**src/common/lbp_pkg.sv**
```systemverilog
// Local-history branch predictor definitions
// Widths, vector typedefs, request/update/train structs,
// counter encoding and the pattern table index fold

package lbp_pkg;

    // --------------------------------------------------
    // Widths and table sizes
    // History bits, kept a multiple of 8 for byte writes
    localparam int LH_LENGTH                 = 8;
    // 2-byte slots in a 16-byte fetch block
    localparam int LHT_ENTRIES_PER_BLOCK     = 8;
    localparam int LOG_LHT_ENTRIES_PER_BLOCK = 3;
    localparam int LHT_SETS                  = 64;
    localparam int LHT_INDEX_WIDTH           = 6;
    localparam int ASID_WIDTH                = 9;
    localparam int LPT_ENTRIES               = 256;
    localparam int LPT_INDEX_WIDTH           = 8;

    // --------------------------------------------------
    // Plain vector types
    typedef logic [31:0]                                   pc_t;
    typedef logic [ASID_WIDTH-1:0]                         asid_t;
    typedef logic [LH_LENGTH-1:0]                          lh_t;
    typedef logic [LHT_INDEX_WIDTH-1:0]                    lht_index_t;
    typedef logic [LPT_INDEX_WIDTH-1:0]                    lpt_index_t;
    typedef logic [LOG_LHT_ENTRIES_PER_BLOCK-1:0]          instr_sel_t;
    // Slot 0 history in the low byte
    typedef logic [LHT_ENTRIES_PER_BLOCK*LH_LENGTH-1:0]    lh_block_t;
    typedef logic [LHT_ENTRIES_PER_BLOCK-1:0]              pred_block_t;

    // --------------------------------------------------
    // Strobed transactions
    typedef struct packed {
        logic  valid;
        pc_t   pc;
        asid_t asid;
    } fetch_req_t;

    // Resolved conditional branch with its prediction-time history
    typedef struct packed {
        logic  valid;
        pc_t   pc;
        asid_t asid;
        logic  taken;
        lh_t   old_lh;
    } resolve_t;

    typedef struct packed {
        logic  valid;
        pc_t   pc;
        asid_t asid;
        lh_t   new_lh;
    } lh_update_t;

    typedef struct packed {
        logic       valid;
        lpt_index_t index;
        logic       taken;
    } lpt_train_t;

    // 2-bit saturating counter, upper bit is the prediction
    typedef enum logic [1:0] {
        strong_nt = 2'b00,
        weak_nt   = 2'b01,
        weak_t    = 2'b10,
        strong_t  = 2'b11
    } ctr_t;

    // Pattern table index, history XOR {PC[8:4], slot}
    function automatic lpt_index_t lpt_hash(lh_t lh, pc_t pc, instr_sel_t slot);
        return lh ^ {pc[8:4], slot};
    endfunction

endpackage

```
**src/hdl/lpt.sv**
```systemverilog
// Local pattern table
// 2-bit saturating counters, eight lookups per response
// with registered predictions, one training per cycle

module lpt #(
    parameter int LPT_SIZE = lbp_pkg::LPT_ENTRIES
) (
    input  logic                 CLK,
    input  logic                 arst_n,

    // Histories from the table response
    input  logic                 resp_valid,
    input  lbp_pkg::pc_t         resp_pc,
    input  lbp_pkg::lh_block_t   lh_by_instr,

    // Training from the resolve stage
    input  lbp_pkg::lpt_train_t  lpt_train,

    // Predictions, one cycle after resp_valid
    output lbp_pkg::pred_block_t pred_by_instr,
    output logic                 pred_valid
);

    import lbp_pkg::*;

    localparam int ADDR_W = $clog2(LPT_SIZE);

    // --------------------------------------------------
    // Counter update rule
    // Saturates at both ends
    function automatic ctr_t ctr_next(ctr_t c, logic taken);
        ctr_t n;
        n = c;
        if (taken) begin
            if (c != strong_t) begin
                n = ctr_t'(c + 2'd1);
            end
        end else begin
            if (c != strong_nt) begin
                n = ctr_t'(c - 2'd1);
            end
        end
        return n;
    endfunction

    // --------------------------------------------------
    // Signals
    ctr_t        ctrs [LPT_SIZE];
    lpt_index_t  look_index [LHT_ENTRIES_PER_BLOCK];
    pred_block_t pred_d;
    logic [ADDR_W-1:0] train_addr;

    // --------------------------------------------------
    // Lookup, one index per slot
    always_comb begin
        for (int i = 0; i < LHT_ENTRIES_PER_BLOCK; i++) begin
            look_index[i] = lpt_hash(lh_by_instr[i*LH_LENGTH +: LH_LENGTH], resp_pc,
                                     instr_sel_t'(i));
            // Upper counter bit
            pred_d[i]     = ctrs[look_index[i][ADDR_W-1:0]][1];
        end
    end

    always_ff @(posedge CLK or negedge arst_n) begin
        if (!arst_n) begin
            pred_valid <= 1'b0;
        end else begin
            pred_valid <= resp_valid;
        end
    end

    always_ff @(posedge CLK) begin
        if (resp_valid) begin
            pred_by_instr <= pred_d;
        end
    end

    // --------------------------------------------------
    // Training
    assign train_addr = lpt_train.index[ADDR_W-1:0];

    // All counters start weakly not-taken
    always_ff @(posedge CLK or negedge arst_n) begin
        if (!arst_n) begin
            for (int k = 0; k < LPT_SIZE; k++) begin
                ctrs[k] <= weak_nt;
            end
        end else if (lpt_train.valid) begin
            ctrs[train_addr] <= ctr_next(ctrs[train_addr], lpt_train.taken);
        end
    end

endmodule

```
**config.mk**
```make
export PLATFORM = sky130hd
export DESIGN_NAME = lpt
export DESIGN_NICKNAME = d
export VERILOG_FILES = /design/src/common/lbp_pkg.sv /design/src/hdl/lpt.sv
export SDC_FILE = /design/constraint.sdc
export NUM_CORES = 2
export LEC_CHECK = 0
export BUFFER_PORTS_ARGS = -buffer_cell sky130_fd_sc_hd__buf_2
export CORE_MARGIN = 1.5
export CORE_UTILIZATION = 53
export CTS_BUF_LIST = sky130_fd_sc_hd__clkbuf_8 sky130_fd_sc_hd__clkbuf_16
export DETAILED_ROUTE_END_ITERATION = 10
export GPL_TIMING_DRIVEN = 1
export PLACE_DENSITY = 0.7
export SLEW_MARGIN = 5
export SYNTH_ARGS = -nofsm -noshare
export SYNTH_HDL_FRONTEND = slang
export SYNTH_SLANG_ARGS = --single-unit
```
**constraint.sdc**
```tcl
create_clock -name CLK -period 3.1 [get_ports CLK]
set_clock_uncertainty 0.2 [all_clocks]
set_input_delay 0.31 -clock CLK [delete_from_list [all_inputs] [get_ports CLK]]
set_output_delay 0.31 -clock CLK [all_outputs]
set_load 0.01 [all_outputs]
```
==> key figures <==
Min path
  • Class of the worst hold path: in -> reg
  • Hold_sp: lh_by_instr[29]
  • Hold endpoint: pred_by_instr[3]$_DFFE_PP_
  • Hold Crit Depth: 4

Route
  • Antenna violation net count after detailed routing: 0
  • Wirelength, routed: 177,000 µm
  • Mean number of vias per cell: 7.57
  • DRC marker count from the first detailed-route iteration: 5,308
  • Residual DRC: 0
  • Vias post-DR: 36,400
  • Number of detailed-routing iterations run before antenna repair: 8
  • Avg WL per Cell: 36.9 µm

CTS
  • Clock Path Buffers: 3
  • Clock insertion delay at the later pin of the skew report: 0.66 ns
  • Root Buffer Master: sky130_fd_sc_hd__clkbuf_16
  • Post-CTS clock slew at the launch and capture registers of the worst setup and hold paths: 0.06 ns
  • Total number of clock tree sinks: 521
  • TritonCTS clock tree: done
  • Maximum level of the CTS H-tree: 2
  • Clock buffer count from CTS: 56

Synth
  • Synthesis-stage register bit count: 521
  • Most frequently used flop master after synthesis: sky130_fd_sc_hd__dfrtp_1
  • Part of the Yosys area used for sequential elements: 0.332
  • Post-synth cell types: 56
  • Mean Syn Cell Area: 12.5 µm²
  • Number of enable flip-flop cells after synthesis: 8
  • Warnings, synthesis: 0
  • FFs w/ async S/R, synth: 0.985
  • Synth Net Count: 3,328
  • Synthesized area: 40,300 µm²
  • Post-synthesis instance total: 3,219

Critical path
  • Maximum fanout count along the critical path: 34
  • Endpoint of the worst register-to-register path: ctrs[1]$_DFFE_PN0P_
  • Arr. time, crit path: 3.82 ns
  • Reg-to-reg startpoint: ctrs[161]$_DFFE_PN0P_
  • Worst Reg2Reg Path Length in Cells: 11
  • Kind of end point of the critical path: flip-flop
  • R2R setup slack: -0.38 ns
  • CP peak stage delay: 0.51 ns
  • Worst path cell trace: buf_6 -> buf_4 -> buf_4 -> mux4_2 -> mux2i_1 -> nand2_1 -> nand4_1 -> nand3_1 -> o21ai_1 -> maj3_4 -> buf_4 -> buf_12 -> buf_16 -> o21ai_0
  • Required @ worst endpoint: 3.43 ns
  • Kind of start point of the critical path: input port
  • Setup Crit Path Kind: in -> reg
  • Critical Path Slowest Stage Cell: sky130_fd_sc_hd__mux4_2
  • Dominant cell type by count on the critical path: sky130_fd_sc_hd__buf_4

STA
  • Final-report hold violation count: 0
  • Number of setup violations in the final report: 518
  • Headroom to the max-slew limit: 0.497
  • Min Tclk post-route: 3.49 ns
  • Pin slew with the least headroom to its limit: 0.755 ns
  • Fmax: 286 MHz
  • Final setup slack of the worst path: -0.391 ns
  • Ratio of final minimum period to clock period: 1.13
  • Setup repair after global routing missed its margin: yes
  • Slew Viols, Final: 0
  • Final TNS setup: -155.93 ns

Status
  • Violations in the final reports: setup timing
  • Run status: complete, but fails checks

Power and ir drop
  • Power Total: 20,300 µW
  • Maximum ir drop on the vdd rail: 0.000460 V
  • PD cells: 401 nW/µm²
  • Leakage: 0.0195 µW

GRT
  • Number of global-route vias before repair: 35,500
  • GRT Residual Overflow: 0
  • Number of antenna violations at the first check in global routing: 14
  • Maximum number of pins on one net before global-route repair: 79
  • All-Layer GR Usage: 0.455
  • Global-route wire length before repair: 252,000 µm

Place
  • Count of input and output buffers: 90
  • Detailed-placement wirelength estimate: 128,000 µm
  • Number of placed instances, taps included: 4,666
  • Setup slack after placement: -0.910 ns
  • GP Congestion: 1.04

Die
  • DIE WIDTH: 279 µm
  • CORE AREA: 74,800 µm²
  • Die height: 279 µm
  • Starting Density: 0.539
  • Number of rows in the core area: 100
  • DIE AREA: 77,700 µm²
  • Number of top-level pins: 118

Final layout
  • Synthesis-to-finish area growth: 25.6%
  • Final Net Count: 3,903
  • Layout cell share with drive strength beyond 1: 0.563
  • Non-Filler Instances: 4,813
  • Most frequent standard cell in the layout excluding fill and tap cells: sky130_fd_sc_hd__nand2_1
  • Commonest cells after routing, fill and taps aside: 801 x sky130_fd_sc_hd__nand2_1, 779 x sky130_fd_sc_hd__mux4_2, 567 x sky130_fd_sc_hd__buf_4

Run
  • Count of max-cap constraint violations: 0
-- cell type report --
type                    count  area (µm²)
flip-flops and latches    521       13400
fillers                  5216       24200
repair buffers            801        7630
well taps                 969        1210
multi-input cells        2410       26400
inverters                   4        15.0
clock buffers              70        1630
clock inverters            35         299
diodes                      3        7.51
-- power breakdown --
part | switching [µW] | internal (µW)
Clock | 2980 | 4040
Sequential | 225 | 7330
Combinational | 3130 | 2570
-- synth_stat cells (all sizes together) (2+ instances only) --
master	instances	share of area
o31ai	4	0.00074
buf	176	0.023
clkbuf	108	0.010
nand2	801	0.075
and4b	2	0.00050
a2111oi	2	0.00047
dfstp	256	0.17
a21oi	16	0.0020
nand2b	6	0.00093
or3	2	0.00031
mux4	779	0.44
nor2b	17	0.0026
inv	3	0.00028
nor2	39	0.0036
o21ai	522	0.068
xnor2	8	0.0017
o221ai	3	0.00065
mux2i	33	0.0082
a311oi	2	0.00043
mux2	32	0.0089
maj3	2	0.00056
o22ai	15	0.0023
nand3b	2	0.00037
a22oi	14	0.0026
a211oi	17	0.0032
edfxtp	8	0.0060
xor2	32	0.0070
o2111ai	3	0.00065
nor3	6	0.00074
dfrtp	257	0.16
a31oi	3	0.00047
nand4	5	0.00078
nor4	3	0.00047
nand3	27	0.0034
-- sequential cells by signal, summed over array words and instances, names as in the netlist --
name           cells
ctrs             512
pred_by_instr      8
pred_valid         1
-- worst max-delay path, delay by kind of cell --
| kind | cells | cell delay [ns] |
|---|---|---|
| buffers and inverters | 6 | 1.16 |
| multiplexers | 2 | 0.91 |
| adder cells (fa/ha/maj) | 1 | 0.34 |
| AND/OR/NAND/NOR | 3 | 0.53 |
| AO/OA/AOI/OAI | 2 | 0.53 |
-- cells by family after synthesis --
| logic type | synth area share |
|---|---|
| AOI/OAI and AO/OA | 0.0827 |
| xor gates and xnor gates | 0.00869 |
| adders and majority gates | 0.000559 |
| buffers and inverters | 0.0336 |
| DFF | 0.332 |
| muxes | 0.452 |
| and+or+nand+nor | 0.0898 |
-- per-layer routing --
metal / routed length, µm / track usage / part of all wire
met1: 57600 / 0.572 / 0.32
met2: 75900 / 0.659 / 0.43
met5: 179 / 0 / 0.0010
met4: 14500 / 0.264 / 0.082
met3: 29200 / 0.195 / 0.16
-- how the worst max path moves through the flow --
| stage | from | endpoint | slack, ns |
|---|---|---|---|
| after floorplan | lh_by_instr[8] | pred_by_instr[1]$_DFFE_PP_ | -0.003 |
| after global placement | lpt_train[1] | ctrs[224]$_DFFE_PN1P_ | -0.84 |
| after detailed placement | lpt_train[1] | ctrs[226]$_DFFE_PN1P_ | -0.91 |
| after CTS | ctrs[328]$_DFFE_PN1P_ | ctrs[330]$_DFFE_PN1P_ | -0.31 |
| after global routing | ctrs[328]$_DFFE_PN1P_ | ctrs[426]$_DFFE_PN1P_ | -0.38 |
| final | lpt_train[1] | ctrs[1]$_DFFE_PN0P_ | -0.39 |
-- per-stage QoR --
step	hold slack, ns	cell area (µm²)	util
after CTS	0.0109	49700	0.664
after global placement	0.181	47300	0.632
final	0.0356	50600	0.677
after detailed placement	0.194	47300	0.632
after global routing	0.0700	50600	0.676
after floorplan	-0.186	40700	-
-- repair_timing --
| action | CTS | global route |
|---|---|---|
| buffers inserted | 3 | 11 |
| hold buffers | 10 | 0 |
| resized for setup | 58 | 236 |
| pin swaps | 8 | 4 |
| hold endpoints to repair | 76 | 0 |
| setup endpoints to repair | 515 | 519 |
| cloned | 3 | 13 |
Power figures use the tool's default switching activity.
