==> config.mk <==
export PLATFORM = sky130hd
export DESIGN_NAME = lbp_resolve
export DESIGN_NICKNAME = d
export VERILOG_FILES = /design/src/common/lbp_pkg.sv /design/src/hdl/lbp_resolve.sv
export SDC_FILE = /design/constraint.sdc
export NUM_CORES = 1
export LEC_CHECK = 0
export BUFFER_PORTS_ARGS = -buffer_cell sky130_fd_sc_hd__buf_4
export CORE_MARGIN = 1.5
export CORE_UTILIZATION = 42
export CTS_BUF_LIST = sky130_fd_sc_hd__clkbuf_16
export DETAILED_ROUTE_END_ITERATION = 6
export PLACE_DENSITY = 0.78
export REMOVE_ABC_BUFFERS = 1
export SLEW_MARGIN = 15
export SYNTH_ARGS = -nofsm -noshare
export SYNTH_HDL_FRONTEND = slang
export SYNTH_SLANG_ARGS = --single-unit
==> constraint.sdc <==
create_clock -name CLK -period 0.8 [get_ports CLK]
set_input_delay 0 -clock CLK [delete_from_list [all_inputs] [get_ports CLK]]
set_output_delay 0 -clock CLK [all_outputs]
set_load 0.005 [all_outputs]
==> src/common/lbp_pkg.sv <==
// Local-history branch predictor definitions
// Widths, vector typedefs, request/update/train structs,
// counter encoding and the pattern table index fold

package lbp_pkg;

    // --------------------------------------------------
    // Widths and table sizes
    // History bits, kept a multiple of 8 for byte writes
    localparam int LH_LENGTH                 = 8;
    // 2-byte slots in a 16-byte fetch block
    localparam int LHT_ENTRIES_PER_BLOCK     = 8;
    localparam int LOG_LHT_ENTRIES_PER_BLOCK = 3;
    localparam int LHT_SETS                  = 64;
    localparam int LHT_INDEX_WIDTH           = 6;
    localparam int ASID_WIDTH                = 9;
    localparam int LPT_ENTRIES               = 256;
    localparam int LPT_INDEX_WIDTH           = 8;

    // --------------------------------------------------
    // Plain vector types
    typedef logic [31:0]                                   pc_t;
    typedef logic [ASID_WIDTH-1:0]                         asid_t;
    typedef logic [LH_LENGTH-1:0]                          lh_t;
    typedef logic [LHT_INDEX_WIDTH-1:0]                    lht_index_t;
    typedef logic [LPT_INDEX_WIDTH-1:0]                    lpt_index_t;
    typedef logic [LOG_LHT_ENTRIES_PER_BLOCK-1:0]          instr_sel_t;
    // Slot 0 history in the low byte
    typedef logic [LHT_ENTRIES_PER_BLOCK*LH_LENGTH-1:0]    lh_block_t;
    typedef logic [LHT_ENTRIES_PER_BLOCK-1:0]              pred_block_t;

    // --------------------------------------------------
    // Strobed transactions
    typedef struct packed {
        logic  valid;
        pc_t   pc;
        asid_t asid;
    } fetch_req_t;

    // Resolved conditional branch with its prediction-time history
    typedef struct packed {
        logic  valid;
        pc_t   pc;
        asid_t asid;
        logic  taken;
        lh_t   old_lh;
    } resolve_t;

    typedef struct packed {
        logic  valid;
        pc_t   pc;
        asid_t asid;
        lh_t   new_lh;
    } lh_update_t;

    typedef struct packed {
        logic       valid;
        lpt_index_t index;
        logic       taken;
    } lpt_train_t;

    // 2-bit saturating counter, upper bit is the prediction
    typedef enum logic [1:0] {
        strong_nt = 2'b00,
        weak_nt   = 2'b01,
        weak_t    = 2'b10,
        strong_t  = 2'b11
    } ctr_t;

    // Pattern table index, history XOR {PC[8:4], slot}
    function automatic lpt_index_t lpt_hash(lh_t lh, pc_t pc, instr_sel_t slot);
        return lh ^ {pc[8:4], slot};
    endfunction

endpackage

==> src/hdl/lbp_resolve.sv <==
// Resolve stage
// Builds the shifted history update and the counter
// training request, both registered for one cycle

module lbp_resolve (
    input  logic                 CLK,
    input  logic                 arst_n,
    input  lbp_pkg::resolve_t    resolve,
    output lbp_pkg::lh_update_t  lh_update,
    output lbp_pkg::lpt_train_t  lpt_train
);

    import lbp_pkg::*;

    // --------------------------------------------------
    // Next-state values
    lh_t        new_lh_d;
    instr_sel_t slot_d;
    lpt_index_t train_index_d;

    // Outcome shifts in at bit 0
    assign new_lh_d      = {resolve.old_lh[LH_LENGTH-2:0], resolve.taken};
    assign slot_d        = resolve.pc[LOG_LHT_ENTRIES_PER_BLOCK:1];
    // Trains the counter the branch was predicted with
    assign train_index_d = lpt_hash(resolve.old_lh, resolve.pc, slot_d);

    // --------------------------------------------------
    // Registers
    logic       valid_q;
    pc_t        pc_q;
    asid_t      asid_q;
    lh_t        new_lh_q;
    lpt_index_t train_index_q;
    logic       taken_q;

    always_ff @(posedge CLK or negedge arst_n) begin
        if (!arst_n) begin
            valid_q <= 1'b0;
        end else begin
            valid_q <= resolve.valid;
        end
    end

    // Payload loads on strobe only
    always_ff @(posedge CLK) begin
        if (resolve.valid) begin
            pc_q          <= resolve.pc;
            asid_q        <= resolve.asid;
            new_lh_q      <= new_lh_d;
            train_index_q <= train_index_d;
            taken_q       <= resolve.taken;
        end
    end

    // --------------------------------------------------
    // Outputs
    assign lh_update = '{valid: valid_q, pc: pc_q, asid: asid_q, new_lh: new_lh_q};
    assign lpt_train = '{valid: valid_q, index: train_index_q, taken: taken_q};

endmodule

==> results of run 1 <==
==> state kept, by name, indices dropped and copies added (netlist names) <==
register / count
asid_q: 9
valid_q: 1
pc_q: 32
new_lh_q: 8
train_index_q: 8
==> cell type report <==
type	count	area share
well taps	50	0.0171
clock inverters	7	0.0164
repair buffers	165	0.410
multi-input cells	8	0.0192
clock buffers	9	0.0617
flip-flops and latches	58	0.476
==> per-layer routing <==
metal,wire (um),share of wire,vias up,global-route usage
met3,502,0.077,9,0.0980
met5,0,0,-,0
met2,3500,0.54,108,0.447
li1,-,-,616,-
met4,71,0.011,0,0.109
met1,2450,0.38,709,0.335
==> report_power, final <==
group | internal [mW] | total [mW] | switching [mW] | leakage [nW]
logic | 0.699 | 1.05 | 0.354 | 0.855
clock network | 2.37 | 3.75 | 1.38 | 0.140
registers | 3.63 | 3.76 | 0.129 | 0.570
==> stage by stage <==
stage | hold slack [ps] | area, um2
floorplan | -296 | 1810
global placement | -224 | 2770
detailed placement | -222 | 2770
CTS | 15.1 | 3590
global route | 21.3 | 3650
finish | 25.8 | 3650
==> worst paths after layout <==
kind / start / end / slack, ps
setup / recovery: new_lh_q[0]$_DFFE_PP_ / lh_update[0] / -120
hold / removal: resolve[50] / valid_q$_DFF_PN0_ / 30
max in group asynchronous: arst_n / valid_q$_DFF_PN0_ / 140
min in group asynchronous: arst_n / valid_q$_DFF_PN0_ / 560
==> repair_timing <==
action / CTS / global route
endpoints found under the setup margin: 60 / 62
setup buffers: 0 / 0
resized for setup: 3 / 22
hold endpoints to repair: 58 / 0
hold buffers: 52 / 0
pin swaps: 0 / 0
==> synth_stat cells (all sizes together) <==
master / count
edfxtp: 57
xor2: 8
dfrtp: 1
buf: 4
==> cell usage in the layout (no fill, tap or decap) <==
cell type       netlist  final
xor2_1                8      8
dlymetal6s4s_1        0      2
edfxtp_1             57     57
buf_4                 4     87
clkinv_2              0      3
clkinvlp_4            0      1
buf_6                 0     23
bufinv_16             0      1
dfrtp_1               1      1
dlygate4sd3_1         0     50
clkinv_1              0      2
buf_12                0      3
clkbuf_16             0      9
==> kinds of logic (layout without fill, tap and decap cells) <==
| logic type | Yosys count | in the layout | share of synthesized area |
|---|---|---|---|
| xor gates and xnor gates | 8 | 8 | 0.0381 |
| DFF | 58 | 58 | 0.946 |
| buffers and inverters | 4 | 181 | 0.0163 |
==> impl_results.md, run 1 <==
- Status: finished with violations
- Failing checks: negative setup slack
- Storage cell area: 1740 um2
- Yosys warns: 0
- CTS Buf Count: 9
- Die H: 69.1 um
- Drt pass-1 iters: 4
- Initial antenna violation count: 0
- # rows: 23
- Max IR drop VDD: ~2.3 mV
- Setup slack after layout: -123 ps
- DIE WIDTH: 69.1 um
- Core Area: 4120 um2
- Max FO, Critical Path: 2
- Clock sink total: 58
- Post-placement cell count: 231
- Max Slew Vio Count: 0
- Fillers: 142
- I/O pins: 113
- First-pass GRT wire length: 9250 um
- Diode count: 0
- Flops & latches, synth: 58
- DRT antenna net count: 0
- Fin cells: 297
- Largest net degree at the start of global routing: 23
- Most area-consuming cells after synthesis: edfxtp_1 93%, xor2_1 3.8%, buf_4 1.6%
- Initial core utilization: 0.446
- CP top delay family: flip-flops
- Post-synth top area share: 0.932
- Power per cell area: 2340 nW/um2
- Critical Path Stages: 1
- Design Power: 8.56 mW
- GR Util All Layers: 0.274
- Setup TNS: -3360 ps
- Grt ovf: 0
- Final Setup Violations: 60
- Worst path bufs/invs: 1
- Nets: 295
- CTS root buffer: clkbuf_16
- Mapped Cells: 70
- Worst Hold Class: primary input to register
- MaxCap Viol Count: 0
- Unique masters post-synth: 4
- Final Hold Viols: 0
- Final min period: roughly 920 ps
- Worst-path cell chain: buf_4
- CP Class: register to output pin
- Buffers on Ports: 112
- Share of layout cells above drive strength 1: 0.514
- WHS Path Cells: 2
- Sequential share of the synthesized area: 0.946
- Vias in the first global route: 1487
- Tightest Pin Transition: 263 ps
- Vias per cell: 4.86
- Core Util, Final: 0.888
- CP Data Arrival Time: ~900 ps
- H-tree Lvls: 3
- Reported leakage power: roughly 1.6 nW
- Post-Syn Area: approximately 1800 um2
- Slew headroom: 0.824
- Setup crit end kind: output pin
- Startpoint Class: register
- DRC: 0
- Critical path's slowest cell: edfxtp_1
- Place WS: 179 ps
- Die ar.: around 4800 um2
- Clk slew on worst S/H paths: 60 ps
- Yosys top cell by area: edfxtp_1
- Vias: 1442
- CTS tree: done
- Multi-input combinational cell area: 70.1 um2
- Clock Path Buffers: 2
- Final worst-path cycle share: 1.15
- Area Overhead vs Synth: 98.8%
- Detailed Route WL: ~6500 um
- Initial DRC count: 162
- Avg Cell Area, Syn: 26.2 um2
- Max Fclk: 1080 MHz
- CP required: 800 ps
- RD Place Congestion: 0.794
- Unrepaired setup endpoints after global routing: true
- Delay of the slowest critical-path stage: 430 ps
- Drt wl/cell: 22.0 um
Note: power is estimated with default switching activity, not from simulation.
==> run 2, diff against run 1 <==
Settings changed: ABC_AREA set to 1, PLACE_DENSITY 0.78 to 0.77.
==> run 2 against run 1 <==
Compared with the run above:
- the run still ends with negative setup slack left
- first-iteration DRC count is 25% lower
- sequential cell count is the same
- clock-buffer cell count unchanged
- non-clock buffer count grew 2
- synthesized cell count increased by 46%
- sequential power is 1% lower
- combinational power about the same
- final cell count increased by 12%
- critical path depth did not move
- clock power increased by 15%
- routed wire length is 11% lower
- worst hold slack improved by 19 ps
- critical endpoint is now lh_update[9]
- largest cell class unchanged
- highest routed layer unchanged
==> impl_results.md, run 2 <==
- Top routing layer used: met4
- CTS tree: done
- Startpoint Class: register
- Initial DRC count: 121
- Metal3 WL: 387 um
- Largest reg by FF count: pc_q
- Drt pass-1 iters: 4
- Post-route cell area: around 3800 um2
- Most frequent cells in the layout: 87 x buf_4, 57 x edfxtp_1, 52 x dlygate4sd3_1
- Core Area: 4380 um2
- WHS: 44.4 ps
- Largest net degree at the start of global routing: 23
- Nets: roughly 330
- CP Class: register to output pin
- Vias per cell: 4.56
- Setup crit end kind: output pin
- Initial antenna violation count: 0
- Yosys top cell by area: edfxtp_1
- Flops & latches, synth: 58
- Detailed Route WL: 5830 um
- Met2 wire len: 3470 um
- CTS root buffer: clkbuf_16
- RD Place Congestion: 0.731
- Top flop regs: pc_q (32), asid_q (9)
- H-tree Lvls: 3
- GR Util All Layers: 0.241
- Setup slack after layout: -87.8 ps
- Worst path bufs/invs: 1
- Largest register FFs: 32
- I/O pins: around 110
- Prevailing post-synth register cell: edfxtp_1
- Most frequent cell after synthesis: edfxtp_1
- Slew headroom: 0.912
- Leading cell type in the layout, fill and taps excluded: buf_4
- CP required: ~800 ps
- Most frequent cells after synthesis: 57 x edfxtp_1, 24 x nand2_1, 16 x inv_1
- Detailed placement HPWL: 2880 um
- Final worst-path cycle share: 1.11
- Max Fclk: 1130 MHz
- Sw Ratio: 0.192
- Met1 wire length: 1850 um
- Die H: 70.6 um
- CTS Buf Count: 9
- Post-Syn Area: 1920 um2
- Max FO, Critical Path: 1
- DIE WIDTH: 70.6 um
- Mapped Cells: 102
- Post-synth top area share: 0.893
- Internal: 7.34 mW
- Reported leakage power: 1.71 nW
- Yosys warns: 0
- Share of total power in sequential cells: 0.410
- Final min period: 888 ps
- Final Setup Violations: 60
- First-pass GRT wire length: 8520 um
- Dpl cell area: ~2900 um2
- CP Data Arrival Time: between 800 and 900 ps
- CP top delay family: flip-flops
- Sequential share of the synthesized area: 0.906
- Failing checks: negative setup slack
- Buffers on Ports: 112
- Area Overhead vs Synth: 98.3%
- Core Util, Final: 0.867
- Worst Hold Class: primary input to register
- Tightest Pin Transition: approximately 130 ps
- Final Hold Viols: 0
- Power per cell area: 2390 nW/um2
- Status: finished with violations
- Delay of the slowest critical-path stage: 420 ps
- Clock Path Buffers: 2
- FFs w/ async S/R, synth: 0.0172
- Drt wl/cell: 17.5 um
- Unique masters post-synth: 5
- Worst-path cell chain: buf_6
- Die ar.: 4980 um2
- Clk slew on worst S/H paths: about 60 ps
- Clock share of power: 0.474
- Most area-consuming cells after synthesis: edfxtp_1 89%, nand2_1 4.7%, inv_1 3.1%
- Vias in the first global route: around 1600
- Diode count: 0
- Fillers: 202
- Share of layout cells above drive strength 1: 0.463
- Startpoint of the worst hold path: resolve[50]
- Unrepaired setup endpoints after global routing: true
- Max IR drop VDD: a little over 2 mV
- Clock sink total: between 50 and 60
- Design Power: between 9 and 10 mW
- DRT antenna net count: 0
- Avg Cell Area, Syn: 18.8 um2
- EDFF count, synth: 57
- Initial core utilization: 0.437
- Net Sw Power: approximately 1.7 mW
- Max Slew Vio Count: 0
- Worst setup startpoint: asid_q[1]$_DFFE_PP_
- Comb power frac: 0.116
- # rows: 24
- MaxCap Viol Count: 0
- Critical path's slowest cell: edfxtp_1
- Vias: between 1500 and 2000
- Grt ovf: 0
- DRC: 0
run 2: logic make-up after synthesis:
group / share of synthesized area
buf+inv: 0.0470
flops: 0.906
simple gates: 0.0470
run 2: final cells by class:
class                   instances  area, um2  share of cell area
flip-flops and latches         58       1740               0.457
clock inverters                 7        109              0.0286
repair buffers                167       1520               0.399
multi-input cells              24       90.1              0.0237
inverters                      16       60.1              0.0158
well taps                      52       65.1              0.0171
clock buffers                   9        225              0.0592
run 2: through the flow:
step	setup WS, ps	setup TNS (ps)	std cells
after global placement	188	0	265
after floorplan	406	0	98
after CTS	-100	-1810	333
after global routing	-114	-3570	333
after detailed placement	184	0	265
final	-87.8	-2010	333
run 2: worst paths after layout:
kind | slack, ps | cells after the start | endpoint
max in group asynchronous | 150 | 3 | valid_q$_DFF_PN0_
hold / removal | 40 | 2 | valid_q$_DFF_PN0_
min in group asynchronous | 540 | 3 | valid_q$_DFF_PN0_
setup / recovery | -90 | 1 | lh_update[9]
run 2: power by group through the flow:
stage,clock (mW),sequential [mW],combinational [mW]
2_1_floorplan,0,3.78,0.0414
3_3_place_gp,0,3.73,0.737
3_5_place_dp,0,3.74,0.757
4_1_cts,4.31,3.69,0.981
5_1_grt,4.45,3.74,1.11
6_report,4.30,3.72,1.06
run 2: what timing repair did:
item                                    4_1_cts  5_1_grt
pin swaps                                     0        0
hold endpoints to repair                     58        0
buffers inserted                              0        0
gates resized for setup                       6       19
hold buffers                                 52        0
endpoints found under the setup margin       60       60
run 2: routing by layer:
layer,vias up,track usage
met5,-,0
met4,0,0.109
met3,10,0.0698
met2,90,0.471
met1,717,0.230
li1,702,-
